<file path="src/hdl/dmr_pkg.sv">
package dmr_pkg;

    // Data word carried through the unit
    localparam int data_w = 16;

    // Operation field, one value per operation group
    localparam int op_w = 2;
    localparam int num_opgroups = 3;

    // Transaction ids
    // The id count also bounds the number of transactions in flight
    localparam int id_w = 3;
    localparam int num_ids = 8;

    // Pipeline depth of each operation group, indexed by group
    localparam int opgroup_depth [num_opgroups] = '{2, 4, 6};

    typedef logic [data_w-1:0] data_t;
    typedef logic [op_w-1:0]   op_t;
    typedef logic [id_w-1:0]   id_t;

endpackage

</file>
<file path="src/hdl/retry_start.sv">
`timescale 1ns/1ps

module retry_start (
    input  logic           clk_i,
    input  logic           rst_i,
    // Upstream
    input  logic           valid_i,
    input  dmr_pkg::data_t data_i,
    input  dmr_pkg::op_t   operation_i,
    output logic           ready_o,
    // Downstream towards the redundant issue stage
    output logic           valid_o,
    output dmr_pkg::data_t data_o,
    output dmr_pkg::op_t   operation_o,
    output dmr_pkg::id_t   id_o,
    input  logic           ready_i,
    // Failed ids coming back from the compare stage
    input  logic           retry_valid_i,
    input  dmr_pkg::id_t   retry_id_i,
    output logic           retry_ready_o,
    // Completion strobe
    input  logic           done_i,
    input  dmr_pkg::id_t   done_id_i
);

    // Stored transactions, indexed by id
    dmr_pkg::op_t   op_mem   [dmr_pkg::num_ids];
    dmr_pkg::data_t data_mem [dmr_pkg::num_ids];

    logic [dmr_pkg::num_ids-1:0] busy_q;
    logic [dmr_pkg::num_ids-1:0] retry_pend_q;
    logic                        run_q;
    logic                        out_free;
    logic                        new_take;
    logic                        retry_take;
    dmr_pkg::id_t                free_id;
    dmr_pkg::id_t                retry_sel;

    // Lowest free id and lowest pending retry
    always_comb begin
        free_id   = '0;
        retry_sel = '0;
        for (int i = dmr_pkg::num_ids - 1; i >= 0; i--) begin
            if (!busy_q[i]) begin
                free_id = dmr_pkg::id_t'(i);
            end
            if (retry_pend_q[i]) begin
                retry_sel = dmr_pkg::id_t'(i);
            end
        end
    end

    assign out_free   = !valid_o || ready_i;
    assign retry_take = out_free && (|retry_pend_q);
    assign new_take   = valid_i && ready_o;

    // New work waits for every queued retry and for a free id
    assign ready_o = run_q && out_free && !retry_valid_i && !(|retry_pend_q) && !(&busy_q);

    // A failed id is queued once until it is issued again
    assign retry_ready_o = !retry_pend_q[retry_id_i];

    always_ff @(posedge clk_i) begin
        if (rst_i) begin
            run_q        <= 1'b0;
            valid_o      <= 1'b0;
            busy_q       <= '0;
            retry_pend_q <= '0;
        end else begin
            run_q <= 1'b1;
            if (out_free) begin
                valid_o <= retry_take || new_take;
            end
            if (done_i) begin
                busy_q[done_id_i] <= 1'b0;
            end
            if (new_take) begin
                busy_q[free_id] <= 1'b1;
            end
            if (retry_take) begin
                retry_pend_q[retry_sel] <= 1'b0;
            end
            if (retry_valid_i && retry_ready_o) begin
                retry_pend_q[retry_id_i] <= 1'b1;
            end
        end
    end

    always_ff @(posedge clk_i) begin
        if (new_take) begin
            op_mem[free_id]   <= operation_i;
            data_mem[free_id] <= data_i;
        end
    end

    // Output register, retries ahead of new work
    always_ff @(posedge clk_i) begin
        if (retry_take) begin
            data_o      <= data_mem[retry_sel];
            operation_o <= op_mem[retry_sel];
            id_o        <= retry_sel;
        end else if (new_take) begin
            data_o      <= data_i;
            operation_o <= operation_i;
            id_o        <= free_id;
        end
    end

endmodule

</file>
<file path="src/hdl/time_dmr_start.sv">
`timescale 1ns/1ps

module time_dmr_start (
    input  logic           clk_i,
    input  logic           rst_i,
    // Upstream
    input  logic           valid_i,
    input  dmr_pkg::data_t data_i,
    input  dmr_pkg::op_t   operation_i,
    input  dmr_pkg::id_t   id_i,
    output logic           ready_o,
    // Downstream, two copies per transaction
    output logic           valid_o,
    output dmr_pkg::data_t data_o,
    output dmr_pkg::op_t   operation_o,
    output dmr_pkg::id_t   id_o,
    input  logic           ready_i,
    // Fault injection
    input  logic           fault_i,
    input  dmr_pkg::data_t fault_mask_i
);

    dmr_pkg::data_t data_q;
    logic           second_q;
    logic           fault_q;
    logic           xfer_out;

    assign xfer_out = valid_o && ready_i;

    // Take a new transaction only once the second copy leaves
    assign ready_o = !valid_o || (second_q && ready_i);

    // Corrupt the copy on the port while a fault is armed
    assign data_o = fault_q ? (data_q ^ fault_mask_i) : data_q;

    always_ff @(posedge clk_i) begin
        if (rst_i) begin
            valid_o  <= 1'b0;
            second_q <= 1'b0;
            fault_q  <= 1'b0;
        end else begin
            if (valid_i && ready_o) begin
                valid_o  <= 1'b1;
                second_q <= 1'b0;
            end else if (xfer_out) begin
                valid_o  <= !second_q;
                second_q <= !second_q;
            end
            // Sticky until the next copy transfers
            if (fault_i) begin
                fault_q <= 1'b1;
            end else if (xfer_out) begin
                fault_q <= 1'b0;
            end
        end
    end

    always_ff @(posedge clk_i) begin
        if (valid_i && ready_o) begin
            data_q      <= data_i;
            operation_o <= operation_i;
            id_o        <= id_i;
        end
    end

endmodule

</file>
<file path="src/hdl/opgroup_pipe.sv">
`timescale 1ns/1ps

module opgroup_pipe #(
    parameter int depth = 2
) (
    input  logic           clk_i,
    input  logic           rst_i,
    input  logic           valid_i,
    input  dmr_pkg::data_t data_i,
    input  dmr_pkg::id_t   id_i,
    output logic           ready_o,
    output logic           valid_o,
    output dmr_pkg::data_t data_o,
    output dmr_pkg::id_t   id_o,
    input  logic           ready_i
);

    // Index i holds the signal after i register stages
    logic           [depth:0] pipe_valid;
    logic           [depth:0] pipe_ready;
    dmr_pkg::data_t [depth:0] pipe_data;
    dmr_pkg::id_t   [depth:0] pipe_id;

    assign pipe_valid[0] = valid_i;
    assign pipe_data[0]  = data_i;
    assign pipe_id[0]    = id_i;
    assign ready_o       = pipe_ready[0];

    for (genvar i = 0; i < depth; i++) begin : gen_stage
        // Advance when the next stage moves on or only holds a bubble
        assign pipe_ready[i] = pipe_ready[i+1] | ~pipe_valid[i+1];

        always_ff @(posedge clk_i) begin
            if (rst_i) begin
                pipe_valid[i+1] <= 1'b0;
            end else if (pipe_ready[i]) begin
                pipe_valid[i+1] <= pipe_valid[i];
            end
        end

        // Payload only loads with a valid item
        always_ff @(posedge clk_i) begin
            if (pipe_ready[i] && pipe_valid[i]) begin
                pipe_data[i+1] <= pipe_data[i];
                pipe_id[i+1]   <= pipe_id[i];
            end
        end
    end

    assign pipe_ready[depth] = ready_i;
    assign valid_o           = pipe_valid[depth];
    assign data_o            = pipe_data[depth];
    assign id_o              = pipe_id[depth];

endmodule

</file>
<file path="src/hdl/opgroup_arbiter.sv">
`timescale 1ns/1ps

module opgroup_arbiter (
    input  logic                                         clk_i,
    input  logic                                         rst_i,
    input  logic                                         lock_i,
    // One request per operation group
    input  logic           [dmr_pkg::num_opgroups-1:0]   req_i,
    input  dmr_pkg::data_t [dmr_pkg::num_opgroups-1:0]   data_i,
    input  dmr_pkg::id_t   [dmr_pkg::num_opgroups-1:0]   id_i,
    output logic           [dmr_pkg::num_opgroups-1:0]   gnt_o,
    // Arbitrated output
    output logic                                         valid_o,
    output dmr_pkg::data_t                               data_o,
    output dmr_pkg::id_t                                 id_o,
    output dmr_pkg::op_t                                 operation_o,
    input  logic                                         ready_i
);

    dmr_pkg::op_t ptr_q;
    dmr_pkg::op_t last_q;
    dmr_pkg::op_t sel;
    logic         xfer;

    // First requester at or after the pointer
    always_comb begin
        int   idx;
        logic found;
        found = 1'b0;
        sel   = ptr_q;
        for (int k = 0; k < dmr_pkg::num_opgroups; k++) begin
            idx = (int'(ptr_q) + k) % dmr_pkg::num_opgroups;
            if (!found && req_i[idx]) begin
                sel   = dmr_pkg::op_t'(idx);
                found = 1'b1;
            end
        end
        // Hold the group whose first copy is waiting for its twin
        if (lock_i) begin
            sel = last_q;
        end
    end

    always_comb begin
        gnt_o      = '0;
        gnt_o[sel] = ready_i;
    end

    assign valid_o     = req_i[sel];
    assign data_o      = data_i[sel];
    assign id_o        = id_i[sel];
    assign operation_o = sel;
    assign xfer        = valid_o && ready_i;

    always_ff @(posedge clk_i) begin
        if (rst_i) begin
            ptr_q  <= '0;
            last_q <= '0;
        end else if (xfer) begin
            last_q <= sel;
            // Move past the winner
            if (sel == dmr_pkg::op_t'(dmr_pkg::num_opgroups - 1)) begin
                ptr_q <= '0;
            end else begin
                ptr_q <= sel + 1'b1;
            end
        end
    end

endmodule

</file>
<file path="src/hdl/time_dmr_end.sv">
`timescale 1ns/1ps

module time_dmr_end (
    input  logic           clk_i,
    input  logic           rst_i,
    // Copies from the arbiter
    input  logic           valid_i,
    input  dmr_pkg::data_t data_i,
    input  dmr_pkg::op_t   operation_i,
    input  dmr_pkg::id_t   id_i,
    output logic           ready_o,
    output logic           lock_o,
    // Result
    output logic           valid_o,
    output dmr_pkg::data_t data_o,
    output dmr_pkg::op_t   operation_o,
    input  logic           ready_i,
    output logic           mismatch_o,
    // Failed id back to the retry stage
    output logic           retry_valid_o,
    output dmr_pkg::id_t   retry_id_o,
    input  logic           retry_ready_i,
    // Completion strobe
    output logic           done_o,
    output dmr_pkg::id_t   done_id_o
);

    // First copy of the current pair
    logic           held_q;
    dmr_pkg::data_t held_data;
    dmr_pkg::op_t   held_op;
    dmr_pkg::id_t   held_id;

    // Id of the result on the output port
    dmr_pkg::id_t   res_id_q;

    logic xfer_in;
    logic pair_done;
    logic match;
    logic out_free;
    logic res_xfer;

    assign res_xfer  = valid_o && ready_i;
    assign out_free  = (!valid_o || ready_i) && (!retry_valid_o || retry_ready_i);

    // A first copy is always taken; the second needs room for its outcome
    assign ready_o   = !held_q || out_free;
    assign xfer_in   = valid_i && ready_o;
    assign pair_done = xfer_in && held_q;
    assign match     = (data_i == held_data) && (operation_i == held_op) && (id_i == held_id);

    // Arbiter stays on this group until the twin arrives
    assign lock_o = held_q;

    always_ff @(posedge clk_i) begin
        if (rst_i) begin
            held_q        <= 1'b0;
            valid_o       <= 1'b0;
            retry_valid_o <= 1'b0;
            mismatch_o    <= 1'b0;
            done_o        <= 1'b0;
        end else begin
            if (xfer_in) begin
                held_q <= !held_q;
            end
            if (pair_done && match) begin
                valid_o <= 1'b1;
            end else if (ready_i) begin
                valid_o <= 1'b0;
            end
            if (pair_done && !match) begin
                retry_valid_o <= 1'b1;
            end else if (retry_ready_i) begin
                retry_valid_o <= 1'b0;
            end
            mismatch_o <= pair_done && !match;
            done_o     <= res_xfer;
        end
    end

    always_ff @(posedge clk_i) begin
        if (xfer_in && !held_q) begin
            held_data <= data_i;
            held_op   <= operation_i;
            held_id   <= id_i;
        end
        if (pair_done && match) begin
            data_o      <= held_data;
            operation_o <= held_op;
            res_id_q    <= held_id;
        end
        if (pair_done && !match) begin
            retry_id_o <= held_id;
        end
        if (res_xfer) begin
            done_id_o <= res_id_q;
        end
    end

endmodule

</file>
<file path="src/hdl/dmr_retry_unit.sv">
`timescale 1ns/1ps

module dmr_retry_unit (
    input  logic           clk_i,
    input  logic           rst_i,
    // Upstream
    input  logic           valid_i,
    input  dmr_pkg::data_t data_i,
    input  dmr_pkg::op_t   operation_i,
    output logic           ready_o,
    // Downstream
    output logic           valid_o,
    output dmr_pkg::data_t data_o,
    output dmr_pkg::op_t   operation_o,
    input  logic           ready_i,
    output logic           mismatch_o,
    // Fault injection
    input  logic           fault_i,
    input  dmr_pkg::data_t fault_mask_i
);

    // Retry stage to issue stage
    logic           rs_valid, rs_ready;
    dmr_pkg::data_t rs_data;
    dmr_pkg::op_t   rs_op;
    dmr_pkg::id_t   rs_id;

    // Issued copies
    logic           cp_valid, cp_ready;
    dmr_pkg::data_t cp_data;
    dmr_pkg::op_t   cp_op;
    dmr_pkg::id_t   cp_id;

    // Operation groups
    logic           [dmr_pkg::num_opgroups-1:0] grp_sel;
    logic           [dmr_pkg::num_opgroups-1:0] grp_in_ready;
    logic           [dmr_pkg::num_opgroups-1:0] grp_valid;
    logic           [dmr_pkg::num_opgroups-1:0] grp_gnt;
    dmr_pkg::data_t [dmr_pkg::num_opgroups-1:0] grp_data;
    dmr_pkg::id_t   [dmr_pkg::num_opgroups-1:0] grp_id;

    // Arbiter output
    logic           arb_valid, arb_ready;
    dmr_pkg::data_t arb_data;
    dmr_pkg::op_t   arb_op;
    dmr_pkg::id_t   arb_id;

    // Feedback from the compare stage
    logic           lock;
    logic           retry_valid, retry_ready;
    dmr_pkg::id_t   retry_id;
    logic           done;
    dmr_pkg::id_t   done_id;

    retry_start i_retry_start (
        .clk_i         (clk_i),
        .rst_i         (rst_i),
        .valid_i       (valid_i),
        .data_i        (data_i),
        .operation_i   (operation_i),
        .ready_o       (ready_o),
        .valid_o       (rs_valid),
        .data_o        (rs_data),
        .operation_o   (rs_op),
        .id_o          (rs_id),
        .ready_i       (rs_ready),
        .retry_valid_i (retry_valid),
        .retry_id_i    (retry_id),
        .retry_ready_o (retry_ready),
        .done_i        (done),
        .done_id_i     (done_id)
    );

    time_dmr_start i_time_dmr_start (
        .clk_i        (clk_i),
        .rst_i        (rst_i),
        .valid_i      (rs_valid),
        .data_i       (rs_data),
        .operation_i  (rs_op),
        .id_i         (rs_id),
        .ready_o      (rs_ready),
        .valid_o      (cp_valid),
        .data_o       (cp_data),
        .operation_o  (cp_op),
        .id_o         (cp_id),
        .ready_i      (cp_ready),
        .fault_i      (fault_i),
        .fault_mask_i (fault_mask_i)
    );

    // Ready returned from the group the copy is steered to
    assign cp_ready = |(grp_sel & grp_in_ready);

    for (genvar g = 0; g < dmr_pkg::num_opgroups; g++) begin : gen_opgroups
        assign grp_sel[g] = (cp_op == dmr_pkg::op_t'(g));

        opgroup_pipe #(
            .depth (dmr_pkg::opgroup_depth[g])
        ) i_opgroup_pipe (
            .clk_i   (clk_i),
            .rst_i   (rst_i),
            .valid_i (cp_valid && grp_sel[g]),
            .data_i  (cp_data),
            .id_i    (cp_id),
            .ready_o (grp_in_ready[g]),
            .valid_o (grp_valid[g]),
            .data_o  (grp_data[g]),
            .id_o    (grp_id[g]),
            .ready_i (grp_gnt[g])
        );
    end

    opgroup_arbiter i_opgroup_arbiter (
        .clk_i       (clk_i),
        .rst_i       (rst_i),
        .lock_i      (lock),
        .req_i       (grp_valid),
        .data_i      (grp_data),
        .id_i        (grp_id),
        .gnt_o       (grp_gnt),
        .valid_o     (arb_valid),
        .data_o      (arb_data),
        .id_o        (arb_id),
        .operation_o (arb_op),
        .ready_i     (arb_ready)
    );

    time_dmr_end i_time_dmr_end (
        .clk_i         (clk_i),
        .rst_i         (rst_i),
        .valid_i       (arb_valid),
        .data_i        (arb_data),
        .operation_i   (arb_op),
        .id_i          (arb_id),
        .ready_o       (arb_ready),
        .lock_o        (lock),
        .valid_o       (valid_o),
        .data_o        (data_o),
        .operation_o   (operation_o),
        .ready_i       (ready_i),
        .mismatch_o    (mismatch_o),
        .retry_valid_o (retry_valid),
        .retry_id_o    (retry_id),
        .retry_ready_i (retry_ready),
        .done_o        (done),
        .done_id_o     (done_id)
    );

endmodule

</file>
<file path="config.mk">
export PLATFORM = sky130hd
export DESIGN_NAME = dmr_retry_unit
export DESIGN_NICKNAME = d
export VERILOG_FILES = /design/src/hdl/dmr_pkg.sv /design/src/hdl/retry_start.sv /design/src/hdl/time_dmr_start.sv /design/src/hdl/opgroup_pipe.sv /design/src/hdl/opgroup_arbiter.sv /design/src/hdl/time_dmr_end.sv /design/src/hdl/dmr_retry_unit.sv
export SDC_FILE = /design/constraint.sdc
export NUM_CORES = 1
export LEC_CHECK = 0
export BUFFER_PORTS_ARGS = -buffer_cell sky130_fd_sc_hd__buf_2
export CORE_UTILIZATION = 29
export DETAILED_ROUTE_END_ITERATION = 12
export HOLD_SLACK_MARGIN = 0.05
export PLACE_DENSITY_LB_ADDON = 0.05
export REMOVE_ABC_BUFFERS = 1
export SLEW_MARGIN = 0
export SYNTH_ARGS = -nofsm -noshare
export SYNTH_HDL_FRONTEND = slang
export SYNTH_SLANG_ARGS = --single-unit
</file>
<file path="constraint.sdc">
create_clock -name clk_i -period 11.4 [get_ports clk_i]
set_clock_uncertainty 0.2 [all_clocks]
set_input_delay 2.85 -clock clk_i [delete_from_list [all_inputs] [get_ports clk_i]]
set_output_delay 2.85 -clock clk_i [all_outputs]
set_load 0.05 [all_outputs]
</file>
## Word level (Yosys, flattened, before mapping)

Memory sizes are Yosys's and may differ from the RTL's.
Index checks and enable logic that the tools add are counted.

| operators by class | value |
|---|---|
| reductions and logical operators | 68 |
| divide/modulo/power cells | 3 |
| equality and inequality tests | 7 |
| multiplexer cells | 74 |
| bitwise gates (word level) | 33 |
| add/sub/neg operators | 3 |
| magnitude comparators | 13 |

Operators with widths:

| cell | count |
|---|---|
| $lt A32 B4 Y1 const B | 3 |
| $mod A32 B3 Y32 const B | 2 |
| $mux W16 | 4 |
| $mux W3 | 19 |
| $mux W8 | 6 |
| $logic_and A1 B1 Y1 | 41 |
| $bmux W16 S2 | 1 |
| $mod A3 B3 Y32 const B | 1 |
| $mux W1 | 26 |
| $and A8 B8 Y8 | 2 |
| $eq A16 B16 Y1 | 1 |
| $lt A3 B4 Y1 const B | 4 |
| $not A8 Y8 | 2 |
| $or A8 B8 Y8 | 2 |
| $xor A16 B16 Y16 | 1 |
| $mux W2 | 7 |
| $demux W1 S3 | 4 |
| $ge A3 B1 Y1 const B | 4 |
| $logic_not A1 Y1 | 12 |
| $not A1 Y1 | 12 |
| $or A1 B1 Y1 | 12 |
| $bmux W1 S2 | 4 |
| $reduce_and A8 Y1 | 1 |
| $reduce_bool A2 Y1 | 4 |
| other kinds (19) | 26 |

| storage, ports and cells | value |
|---|---|
| memories | 2 |
| bits in registers | 360 |
| input bits | 39 |
| output and inout port bits | 21 |
| bits in writable memories | 144 |
| word-level logic and storage cells | 267 |

Memory list:

| name | words | width | rd ports | clocked after memory_dff | write ports | line | RTL |
|---|---|---|---|---|---|---|---|
| i_retry_start.data_mem | 8 | 16 | 1 | 0 | 1 | retry_start.sv:28 | `dmr_pkg::data_t data_mem [dmr_pkg::num_ids];` |
| i_retry_start.op_mem | 8 | 2 | 1 | 0 | 1 | retry_start.sv:27 | `dmr_pkg::op_t op_mem [dmr_pkg::num_ids];` |

## Longest topological paths before layout

Gate-level depths: netlist of the first run.

| logic depth | value |
|---|---|
| depth after elaboration | 35 |
| depth in mapped cells | 17 |

## Modules after synthesis

Synthesis of the first run repeated with hierarchy kept, for this count alone.

| unflattened totals | value |
|---|---|
| cells, all modules | 1126 |
| area, all modules | 19259.7 um^2 |

By module, submodules not included:

| module | area each (um^2) | sequential area each (um^2) | cells an instance | times used |
|---|---|---|---|---|
| retry_start | 7358.3 | 5315.1 | 457 | 1 |
| opgroup_pipe (gen_opgroups[2].i_opgroup_pipe) | 3842.4 | 3543.4 | 163 | 1 |
| opgroup_pipe (gen_opgroups[1].i_opgroup_pipe) | 2615.0 | 2362.3 | 116 | 1 |
| time_dmr_end | 1904.3 | 1541.5 | 101 | 1 |
| opgroup_pipe (gen_opgroups[0].i_opgroup_pipe) | 1387.6 | 1181.1 | 67 | 1 |
| opgroup_arbiter | 1083.5 | 80.1 | 147 | 1 |
| time_dmr_start | 1018.5 | 690.7 | 69 | 1 |
| dmr_retry_unit | 50.0 | 0.0 | 6 | 1 |

## Least setup slack after synthesis of the first run

Ideal clock, no wire load.

| timing | value |
|---|---|
| path type | input -> output |
| start point | in ready_i |
| end point | out ready_o |
| slack | 3.859 ns |
| arrival time | 4.491 ns |
| cell stages on the path | 8 |
| path buffers | 1 |
| data required time | 8.350 ns |
| cell sequence | nor2b_1 > o21ai_1 > o21ai_1 > o2111ai_1 > nand4_1 > nand2_1 > buf_2 > and2_1 |

| between the ends | value |
|---|---|
| word-level cells in the longest chain between the ends | 19 |

Ends and longest elaborated chain:

| element | line | RTL |
|---|---|---|
| start: declaration | dmr_retry_unit.sv:15 | `input logic ready_i,` |
| $logic_or A1 B1 Y1 * | time_dmr_end.sv:44 | `assign out_free = (!valid_o \|\| ready_i) && (!retry_valid_o \|\| retry_ready_i);` |
| $logic_and A1 B1 Y1 * | time_dmr_end.sv:44 |  |
| $logic_or A1 B1 Y1 * | time_dmr_end.sv:47 | `assign ready_o = !held_q \|\| out_free;` |
| $and A3 B3 Y3 (no line) * | -- |  |
| $or A1 B1 Y1 (6 in series) | opgroup_pipe.sv:31 | `assign pipe_ready[i] = pipe_ready[i+1] \| ~pipe_valid[i+1];` |
| $and A3 B3 Y3 * | dmr_retry_unit.sv:92 | `assign cp_ready = \|(grp_sel & grp_in_ready);` |
| $reduce_or A3 Y1 * | dmr_retry_unit.sv:92 |  |
| $logic_and A1 B1 Y1 * | time_dmr_start.sv:31 | `assign ready_o = !valid_o \|\| (second_q && ready_i);` |
| $logic_or A1 B1 Y1 * | time_dmr_start.sv:31 |  |
| $logic_or A1 B1 Y1 * | retry_start.sv:53 | `assign out_free = !valid_o \|\| ready_i;` |
| $logic_and A1 B1 Y1 * (4 in series) | retry_start.sv:58 | `assign ready_o = run_q && out_free && !retry_valid_i && !(\|retry_pend_q) && !(&busy_q);` |
| end: declaration | dmr_retry_unit.sv:10 | `output logic ready_o,` |

Mark *: on every way between the ends. The rest lies on a longest branch, timed or not.

## Worst setup path after layout of the first run

Ends and elaborated chain as after synthesis.

==> results by stage, run 1 <==
Run status:
- The flow ran to the end, and the final reports show no timing, DRC or antenna violations.

Yosys:
- The count of flip-flops with a built-in enable after synthesis is 462.
- The share of the Yosys chip area taken by registers is 0.7719.
- Yosys attributes the largest share of cell area to edfxtp_1 (73%), dfxtp_1 (4.4%), mux4_2 (2.4%).
- Synthesis produced a netlist whose cell count is 1145.
- Of all cell types, the one taking the most synthesized area is edfxtp_1.
- The share of the synthesized area in the top cell type is 0.7278.
- The post-synthesis cell area is around 19000 um2.
- The number of library cell types mapped by synthesis is 84.
- The most used flip-flop cell after synthesis is edfxtp_1.
- In the synthesized netlist, the cells that appear most often are edfxtp_1 (462), a21oi_1 (73), nand2_1 (57).
- The most frequently used cell type in the post-synthesis netlist is edfxtp_1.
- The Yosys step of the flow raised 0 warnings.
- For this run, asynchronously set or reset flops after synthesis account for 0.
- The average footprint of a synthesized cell is around 17 um2.
- The synthesized design contains around 500 register bits.

Floorplan:
- In this run the standard cell core region covers 64700 um2.
- The initial core utilization is 0.2946.
- The die covers 66760 um2.
- The die outline height is about 260 um.
- From left edge to right edge, the die measures around 260 um.
- The I/O pin total is 60.
- The standard-cell row count is 93.

Final layout:
- After filler insertion, the fill cell instance count of the layout stands at between 6000 and 7000.
- The combined area of the multi-input logic cells is 4055 um2.
- The final layout contains 1281 nets.
- In the final layout, the share of cells above drive strength 1 is 0.1745.
- The flip-flop and latch area is 14710 um2.
- Once layout is complete, the utilization of the core stands at 0.3444.
- The signed area change from the synthesized netlist to the final layout is 16.90%.

Global route:
- The global routing usage summed across all routing layers is 0.1438.
- The wire length of the first global-routing pass is around 70000 um.
- The total congestion overflow after global routing is 0.
- The via count of the first global-routing pass is 10170.
- Entering global routing, the biggest net connects between 50 and 60 pins.
- The initial antenna violation count was 2.

Hold path:
- The startpoint of the most critical hold path is gen_opgroups[1].i_opgroup_pipe.pipe_data[40].
- In this run the worst hold path is classified as register to register.

STA:
- Of the available clock period, the critical path in the final layout requires 0.7259.
- Setup violations remaining at the end of the flow were counted as 0.
- The shortest clock period the worst path allows after layout is 8.275 ns.
- Setup repair after global routing left no endpoint under its margin.
- The number of endpoints with negative hold slack in the final report is 0.
- Setup total negative slack on the finished layout was measured at 0 ns.
- The tightest slew margin relative to the limit is 0.2364.
- The max-slew violation count is 0.
- The highest achievable clock rate is 120.8 MHz.
- The measured slew at the worst slew-check pin is 1.143 ns.

Setup path:
- The register-to-register setup slack is 6.28 ns.
- STA classifies the critical path endpoint as a primary output.
- The endpoint required time on the critical path is 8.35 ns.
- The origin of the critical flop-to-flop path is i_opgroup_arbiter.ptr_q[0].
- The end point of the critical path is ready_o.
- The start point of the critical path is ready_i.
- The endpoint identified for the worst register-to-register timing path is i_time_dmr_end.data_o[10].
- The critical path is of the input port to primary output type.
- The highest fanout seen on the critical path is 11.
- The kind of start point of the critical path is an input port.
- Measured in cells, the most critical reg-to-reg path has a length of 13.
- Data on the critical path arrives at its endpoint at 5.22 ns.

Routing:
- Dividing the detail-routed via count by the number of cells gives 4.655.
- The wire length per cell is 22.22 um.
- After detailed routing, the number of remaining DRC violations is 0.
- The detailed router's first-iteration violation count is 532.
- Summing over every cut layer, the via total after detailed routing is about 10000.
- The final layout contains routed wiring with a total length of 47560 um.
- Before antenna repair, the detailed router went through 5 iterations.
- The detail route stage leaves a number of antenna-violating nets equal to 0.

Clocking:
- The root buffer cell chosen for the clock tree is clkbuf_16.
- The H-tree level count is 2.
- The clock tree from TritonCTS is built.
- Clock tree synthesis inserted a total of 57 buffers.
- After clock tree synthesis, the clock-pin slew on the worst setup and hold paths is 0.06 ns.
- The count of clock tree sinks is 504.
- Buffers inserted to repair hold after CTS numbered 0.
- The number of gates resized after CTS was 0.
- After clock tree synthesis, the setup repair step added 0 buffers.
- At the later pin of the worst-skew pair, clock insertion delay measures 0.61 ns.
- Counting along the longest clock path gives a buffer depth of 3.

Flow run:
- The max capacitance violation total is 0.

Power and ir drop:
- The final total power is 3.879 mW.
- The leakage power figure is 7.124 nW.
- The worst ir drop on vdd is between 100 and 150 uV.
- In this run the power density over the cells is between 150 and 200 nW/um2.

Placement:
- The wire-length estimate of the detail-placed layout is 30160 um.
- The congestion estimate from routability-driven global placement came to roughly 0.77.
- The count of port buffers added during placement is 59.
[cells in the final DEF (no fill, tap or decap), drive strengths merged, types with 18 or more instances in the layout]
cell type	count
clkinv	21
inv	45
nand3	26
mux4	20
clkbuf	76
a21oi	75
edfxtp	462
nand2	58
xnor2	18
o2111ai	18
nor2	56
buf	83
o22ai	19
o21ai	33
dfxtp	42
mux2i	42
[metal layers]
layer	vias up	routed length, um	GRT usage
met5	-	0	0
met4	0	1134	0.04652
met3	86	1897	0.02230
met2	215	23130	0.2396
met1	4965	21400	0.1916
li1	4696	-	-
[flip-flops by register name, indices dropped and copies added, names as in the netlist, 27 cells and up]
signal / flops
gen_opgroups.i_opgroup_pipe.pipe_data: 144
i_retry_start.data_mem: 128
gen_opgroups.i_opgroup_pipe.data_o: 48
gen_opgroups.i_opgroup_pipe.pipe_id: 27
[layout make-up]
| cell class | count | share of cell area |
|---|---|---|
| well taps | 855 | 0.04801 |
| clock buffers | 76 | 0.07002 |
| inverters | 46 | 0.007748 |
| diodes | 1 | 0.0001123 |
| multi-input cells | 548 | 0.1820 |
| repair buffers | 83 | 0.02134 |
| clock inverters | 27 | 0.01050 |
| flip-flops and latches | 504 | 0.6603 |
[power by group]
part,switching (mW),leakage [nW],total (mW),internal [mW]
combinational,0.0529,1.74,0.0756,0.0228
sequential,0.00922,4.52,2.04,2.03
clock,0.725,0.872,1.77,1.04
total,0.787,7.12,3.88,3.09
[through the flow]
stage | worst slack (ns) | instances | hold WS [ns] | instance area (um2)
3_5_place_dp | 3.151 | 2036 | 0.2045 | 20490
2_1_floorplan | 3.835 | 1098 | 0.2003 | 18830
3_3_place_gp | 3.129 | 2036 | 0.2006 | 20490
4_1_cts | 3.134 | 2139 | 0.2041 | 22280
5_1_grt | 2.886 | 2139 | 0.2076 | 22280
6_report | 3.125 | 2140 | 0.2057 | 22280
[cell families after synthesis]
kind of cell	share of synthesized area
AOI/OAI and AO/OA	0.08901
adders and majority gates	0.001313
DFF	0.7719
buffers and inverters	0.02107
xor gates and xnor gates	0.01378
and+or+nand+nor	0.05665
muxes	0.04627
[worst max-delay path, cell delays in order]
cell and delay, ns:
buf_2 0.10, nor2b_1 0.07, o21ai_1 0.36, o21ai_1 0.21, o2111ai_1 0.27, nand4_1 0.32, nand2_1 0.46, and2_1 0.26
buf_2 0.30
[worst min path at each step]
stage,endpoint,cells past startpoint,slack [ns]
final,gen_opgroups[1].i_opgroup_pipe.pipe_data[56],0,0.21
after global routing,gen_opgroups[2].i_opgroup_pipe.pipe_data[45],0,0.21
after CTS,gen_opgroups[1].i_opgroup_pipe.pipe_data[56],0,0.20
after detailed placement,gen_opgroups[1].i_opgroup_pipe.pipe_data[34],0,0.20
after global placement,gen_opgroups[2].i_opgroup_pipe.pipe_data[90],0,0.20
after floorplan,gen_opgroups[0].i_opgroup_pipe.data_o[0],0,0.20
Note: power is estimated with default switching activity, not from simulation.
==> run 2, diff against run 1 <==
clock period = 7.5 ns   (was 11.4 ns; I/O delays follow)
==> run 2 against run 1 <==
Net effect:
- die area unchanged
- sequential cell count unchanged
- global-route usage up 0.13 points
- design area down 0.11%
- count of clock-buffer cells in the layout down 1
- final cell count down 0.14%
- register-to-register slack worse by 3.8 ns
- non-clock buffer count down 2
- critical endpoint unchanged
- largest cell class unchanged
==> results by stage, run 2 (synthesis gave the netlist of run 1 again) <==
Final layout:
- The fill cell total of the finished layout is 6267 (-0.43%).
- The number of standard cells in the final layout excluding fillers is 2137 (-0.14%).
- The layout net count was 1280 (-0.078%).
- The library cells used most frequently in the layout, excluding fill and tap cells, are edfxtp_1 (462), a21oi_1 (71), buf_2 (59).
- The number of antenna diodes is 0 (-1).
- Leaving out fill and tap cells, the most frequent cell in the layout is edfxtp_1.
- The largest registers in the layout are gen_opgroups.i_opgroup_pipe.pipe_data (144), i_retry_start.data_mem (128), gen_opgroups.i_opgroup_pipe.data_o (48).
- The flip-flop count of the largest register, all copies and words added is 144 (unchanged).
- The fraction of layout instances using a drive strength above 1 is 0.1724 (-0.002068).
- The register bank with the most flops is gen_opgroups.i_opgroup_pipe.pipe_data.
- From synthesis to final layout, the design area changed by 16.78%.

Hold path:
- The path class of the lowest-slack min-delay path is register to register.

Global route:
- The global routing usage summed across all routing layers is 0.1452 (+0.001333).
- The total congestion overflow after global routing came to 0 (unchanged).
- The initial antenna violation count came to 0 (-2).
- The via count of the first global-routing pass was 10230 (+0.56%).
- The maximum number of pins on one net before global-route repair came to 55 (-6.8%).
- The wire length of the first global-routing pass came to 70890 um (+1.1%).

Power and ir drop:
- The leakage power figure is 7.109 nW (-0.21%).
- The worst ir drop on vdd came to 168.3 uV (+31%).
- The power density over cell area is 264.1 nW/um2 (+52%).

STA:
- The max-slew violation count is 0 (unchanged).
- For this run, the top clock speed supported by timing is about 150 MHz.
- The number of failing setup endpoints in the final timing report is 0 (unchanged).
- The measured slew at the worst slew-check pin is 1.369 ns (+0.2264 ns).
- The number of endpoints with negative hold slack in the final report was 0 (unchanged).
- The post-route clock period utilization is 0.8862.
- The worst-case setup margin in the final layout is 0.8537 ns (-2.271 ns).
- Setup repair after global routing left no endpoint under its margin.
- The setup TNS after final layout is 0 ns (unchanged).
- The tightest slew margin relative to the limit is 0.08304 (-0.1533).
- The shortest clock period the worst path allows after layout is approximately 6.6 ns.

Routing:
- The number of remaining DRC errors was 0 (unchanged).
- The number of vias per cell is 4.675 (+0.42%).
- The detailed router's first-iteration violation count was 558 (+4.9%).
- The wire length after detailed routing is 48040 um (+1.0%).
- The remaining antenna violation count after routing is 0 (unchanged).
- The wire length per cell is 22.48 um (+1.2%).
- The detailed-route via count is 9990 (+0.28%).
- The detailed-routing iteration count for the pre-antenna-repair pass is 5 (unchanged).

Floorplan:
- The standard-cell row count was 93 (unchanged).
- The die outline height was 258.4 um (unchanged).
- The I/O pin total is 60 (unchanged).
- The area enclosed by the die boundary is 66760 um2 (unchanged).
- The initial core utilization is 0.2946 (unchanged).
- The placeable core area is 64700 um2 (unchanged).
- The horizontal die dimension is 258.4 um (unchanged).

Setup path:
- The worst endpoint data arrival time is 4.57 ns (-0.65 ns).
- The kind of start point of the critical path is a register.
- The category of the most critical setup path is register to primary output.
- The endpoint required time on the critical path was 5.43 ns (-2.92 ns).
- The worst setup path is captured at a primary output.
- The highest fanout seen on the critical path is 31 (+20).

Clocking:
- The number of gates given a new drive strength after cts was 0 (unchanged).
- The buffer count from post-CTS setup fixing came to 0 (unchanged).
- The number of CTS-inserted buffers is 58 (+1.8%).
- The count of clock tree sinks is 504 (unchanged).
- The buffer levels on the longest clock path is 3 (unchanged).
- TritonCTS built the clock tree.
- The count of hold buffers inserted by post-cts repair is 0 (unchanged).
- The H-tree level count is 2 (unchanged).
- The insertion delay to the later sink of the worst-skew pair was 0.62 ns (about the same).
- The clock transition at the register clock pins on the worst setup and hold paths after CTS came to 0.06 ns (about the same).
- Clock tree synthesis selected as its root buffer the cell clkbuf_16.

Run status:
- The run finished with clean final reports.

Flow run:
- The max capacitance violation total was 0 (unchanged).

Placement:
- The count of placed standard cells including taps is 2034 (-0.098%).
- The count of port buffers added during placement is 59 (unchanged).
- The final RePlAce weighted congestion is 0.8041 (+3.8%).
- The placed wire-length estimate is 30710 um (+1.9%).
- The worst slack after detailed placement was 1.126 ns (-2.024 ns).
## run 2: per-layer routing
metal / global-route usage / vias up / share of wire
li1: - / 4681 / -
met1: 0.1951 / 5040 / 0.46
met2: 0.2440 / 203 / 0.49
met3: 0.02162 / 66 / 0.032
met4: 0.03928 / 0 / 0.020
met5: 0 / - / 0
## run 2: worst max-delay path, stage by stage, from the launching register on
cell and delay, ns:
dfxtp_1 0.35, inv_1 0.06, ha_1 0.52, and4bb_1 0.28, o21ai_1 0.20, o311a_1 0.20
a21boi_2 0.15, buf_4 0.32, o21ai_1 0.18, o2111ai_1 0.31, nand4_1 0.34, nand2_1 0.45
and2_1 0.29, buf_2 0.30
## run 2: layout make-up
type	instances	area [um2]	share of cell area
repair buffers	81	460.4	0.02068
clock buffers	75	1525	0.06852
clock inverters	28	257.7	0.01158
flip-flops and latches	504	14710	0.6610
inverters	46	172.7	0.007757
well taps	855	1070	0.04806
multi-input cells	548	4060	0.1824
## run 2: worst paths after layout
check / start / to / slack (ns) / cells past startpoint
max reg2reg: i_opgroup_arbiter.ptr_q[0] / i_retry_start.data_mem[5][3] / 2.49 / 13
min reg2reg: gen_opgroups[2].i_opgroup_pipe.pipe_data[38] / gen_opgroups[2].i_opgroup_pipe.pipe_data[54] / 0.20 / 0
min: gen_opgroups[2].i_opgroup_pipe.pipe_data[38] / gen_opgroups[2].i_opgroup_pipe.pipe_data[54] / 0.20 / 0
max: i_opgroup_arbiter.ptr_q[0] / ready_o / 0.85 / 13
## run 2: stage by stage
step                power, mW  utilization  area [um2]  hold WS (ns)
finish                  5.879       0.3441       22260        0.1979
global route            6.086       0.3441       22260        0.2058
CTS                     5.986       0.3441       22260        0.1914
detailed placement      3.274       0.3165       20480        0.2045
global placement        3.274       0.3165       20480        0.2017
floorplan               3.203            -       18830        0.2003
## run 2: where the power goes
group | leakage (nW) | switching, mW | internal [mW]
clock network | 0.860 | 1.14 | 1.53
registers | 4.52 | 0.0140 | 3.08
logic | 1.73 | 0.0804 | 0.0341
total | 7.11 | 1.23 | 4.65
==> run 3, diff against run 2 <==
clock period = 6.8 ns   (was 7.5 ns; I/O delays follow)
==> run 3 against run 2 <==
Net effect:
- sequential power increased by 10%
- wire length decreased by 4.4%
- worst hold slack got worse by 0.00062 ns
- final cell count about the same
- clock power increased by 8.2%
- register-to-register slack got worse by 0.67 ns
- power increased by 9.3%
- combinational power increased by 11%
- sequential share of layout area increased by 0.12 points
- via count decreased by 1.1%
- non-clock buffer count increased by 4
- sequential cell count unchanged
- critical path type unchanged
==> results by stage, run 3 (synthesis gave the netlist of run 1 again) <==
Setup path:
- Counting stages on the worst path, the most repeated cell is o21ai_1.
- The gate family responsible for the most delay along the worst path is simple AND/OR/NAND/NOR gates.
- The buffers plus inverters on the worst setup path is 3 (unchanged).
- The worst setup path is of the register to primary output kind.
- The kind of start point of the critical path is a register.
- The highest-delay cell along the critical path is ha_1.
- The delay contributed by the slowest stage of the critical path is 0.52 ns (about the same).
- The highest fanout seen on the critical path came to 31 (unchanged).
- The critical path goes through inv_1 -> ha_1 -> and4bb_1 -> o21ai_1 -> o311a_1 -> a21boi_2 -> buf_4 -> o21ai_1 -> o2111ai_1 -> nand4_1 -> nand2_1 -> and2_1 -> buf_2.
- The endpoint required time on the critical path is 4.90 ns (-0.53 ns).
- The worst endpoint data arrival time is 4.33 ns (-0.24 ns).
- The sort of element at the end of the critical path is a primary output.

STA:
- Subtracting the final worst setup slack from the clock period gives 6.229 ns.
- The tightest slew margin relative to the limit is 0.2389 (+0.1559).
- The number of endpoints with negative hold slack in the final report is 0 (unchanged).
- The post-route clock period utilization is 0.9160.
- The measured slew at the worst slew-check pin is 1.140 ns (-0.2287 ns).
- The highest achievable clock rate is 160.5 MHz.
- The setup TNS after final layout is 0 ns (unchanged).
- The number of failing setup endpoints in the final timing report is 0 (unchanged).
- The max-slew violation count was 0 (unchanged).
- Setup repair after global routing left no endpoint under its margin.

Final layout:
- The most common library cell in the layout ignoring fill and taps is edfxtp_1.
- The number of antenna diodes was 0 (unchanged).
- The largest registers in the layout are gen_opgroups.i_opgroup_pipe.pipe_data (144), i_retry_start.data_mem (128), gen_opgroups.i_opgroup_pipe.data_o (48).
- In the layout the commonest cells are edfxtp_1 (462), a21oi_1 (71), buf_2 (59).
- The fraction of layout instances using a drive strength above 1 is 0.1760 (+0.003626).
- The area growth from synthesis to layout is 16.57%.
- The fill cell total of the finished layout is 6280 (+0.21%).
- The flip-flop and latch area is 14710 um2 (unchanged).
- The number of standard cells in the final layout excluding fillers is 2139 (+0.094%).
- The register bank with the most flops is gen_opgroups.i_opgroup_pipe.pipe_data.
- The layout net count was 1282 (+0.16%).
- The flip-flop count of the largest register, all copies and words added is 144 (unchanged).
- The combined area of the multi-input logic cells is 4031 um2 (-0.71%).

Floorplan:
- The initial core utilization is 0.2946 (unchanged).
- The area enclosed by the die boundary is 66760 um2 (unchanged).
- The I/O pin total is 60 (unchanged).
- The standard-cell row count is 93 (unchanged).
- The die outline height was 258.4 um (unchanged).
- The placeable core area is 64700 um2 (unchanged).
- The horizontal die dimension is 258.4 um (unchanged).

Power and ir drop:
- The power density over cell area is 289.3 nW/um2 (+9.5%).
- The worst ir drop on vdd is 176.5 uV (+4.9%).
- The leakage power figure came to 7.109 nW (about the same).

Global route:
- The via count of the first global-routing pass came to 10030 (-1.9%).
- The total congestion overflow after global routing is 0 (unchanged).
- The global routing usage summed across all routing layers came to 0.1386 (-0.006533).
- The maximum number of pins on one net before global-route repair is 46 (-16%).
- The wire length of the first global-routing pass is 68390 um (-3.5%).
- The initial antenna violation count came to 3 (+3).

Placement:
- The count of placed standard cells including taps is 2038 (+0.20%).
- The final RePlAce weighted congestion is 0.8034 (about the same).
- The placed wire-length estimate is 30030 um (-2.2%).
- The count of port buffers added during placement is 59 (unchanged).

Hold path:
- The path class of the lowest-slack min-delay path is register to register.

Clocking:
- The number of CTS-inserted buffers is 56 (-3.4%).
- The number of gates given a new drive strength after cts is 0 (unchanged).
- The clock tree from TritonCTS is built.
- The clock transition at the register clock pins on the worst setup and hold paths after CTS is 0.06 ns (about the same).
- The count of clock tree sinks is 504 (unchanged).
- The buffer count from post-CTS setup fixing is 0 (unchanged).
- The H-tree level count came to 2 (unchanged).
- The count of hold buffers inserted by post-cts repair is 0 (unchanged).
- The buffer levels on the longest clock path is 3 (unchanged).
- The CTS root buffer is clkbuf_16.
- The insertion delay to the later sink of the worst-skew pair was 0.61 ns (about the same).

Run status:
- The run finished with clean final reports.

Routing:
- The detailed router's first-iteration violation count was 496 (-11%).
- The number of remaining DRC errors is 0 (unchanged).
- The number of vias per cell is 4.619 (-1.2%).
- The remaining antenna violation count after routing is 0 (unchanged).
- The detailed-routing iteration count for the pre-antenna-repair pass was 4 (-1).
- The wire length after detailed routing is 45930 um (-4.4%).
- The wire length per cell is 21.47 um (-4.5%).
- The detailed-route via count is 9879 (-1.1%).

Flow run:
- The max capacitance violation total is 0 (unchanged).
## run 3: final timing paths
| path | startpoint | to | slack (ns) | cells past startpoint |
|---|---|---|---|---|
| worst min-delay path | gen_opgroups[1].i_opgroup_pipe.pipe_data[29] | gen_opgroups[1].i_opgroup_pipe.pipe_data[45] | 0.20 | 0 |
| worst max-delay path | i_opgroup_arbiter.ptr_q[0] | ready_o | 0.57 | 13 |
| worst min register to register | gen_opgroups[1].i_opgroup_pipe.pipe_data[29] | gen_opgroups[1].i_opgroup_pipe.pipe_data[45] | 0.20 | 0 |
| worst max register to register | i_opgroup_arbiter.ptr_q[0] | i_retry_start.data_mem[3][3] | 1.82 | 14 |
## run 3: per-stage QoR
step / total power, mW / worst slack [ns] / utilization / hold slack [ns] / instance area (um2)
after floorplan: 3.532 / 1.173 / - / 0.2003 / 18830
after global placement: 3.610 / 0.9463 / 0.3165 / 0.2013 / 20480
after detailed placement: 3.609 / 0.9417 / 0.3165 / 0.2045 / 20480
after CTS: 6.542 / 0.5212 / 0.3435 / 0.1965 / 22220
after global routing: 6.655 / 0.2441 / 0.3435 / 0.2037 / 22220
final: 6.428 / 0.5711 / 0.3435 / 0.1973 / 22220
## run 3: layer usage
layer / vias to the layer above / share of wire / global-route usage
li1: 4687 / - / -
met1: 4916 / 0.46 / 0.1861
met2: 198 / 0.48 / 0.2307
met3: 76 / 0.036 / 0.02220
met4: 2 / 0.021 / 0.04043
met5: - / 0.00022 / 0
## run 3: report_power, final
group / switching, mW / internal (mW) / leakage [nW] / total, mW
registers: 0.0146 / 3.40 / 4.52 / 3.41
logic: 0.0877 / 0.0387 / 1.74 / 0.126
clock network: 1.23 / 1.66 / 0.849 / 2.89
total: 1.33 / 5.09 / 7.11 / 6.43
## run 3: worst register-to-register path, delay by kind of cell, from the launching register on
family,cells,cell delay (ns)
DFF,1,0.35
buffers and inverters,4,0.93
adders and majority gates,1,0.52
AOI/OAI and AO/OA,5,1.00
and+or+nand+nor,4,1.66
## run 3: final cells by class
type                       instances  area share
clock buffer                      64     0.06441
clock inverter                    37     0.01402
inverter                          46    0.007770
multi-input combinational        548      0.1814
sequential                       504      0.6622
tap                              855     0.04814
timing repair buffer              85     0.02207
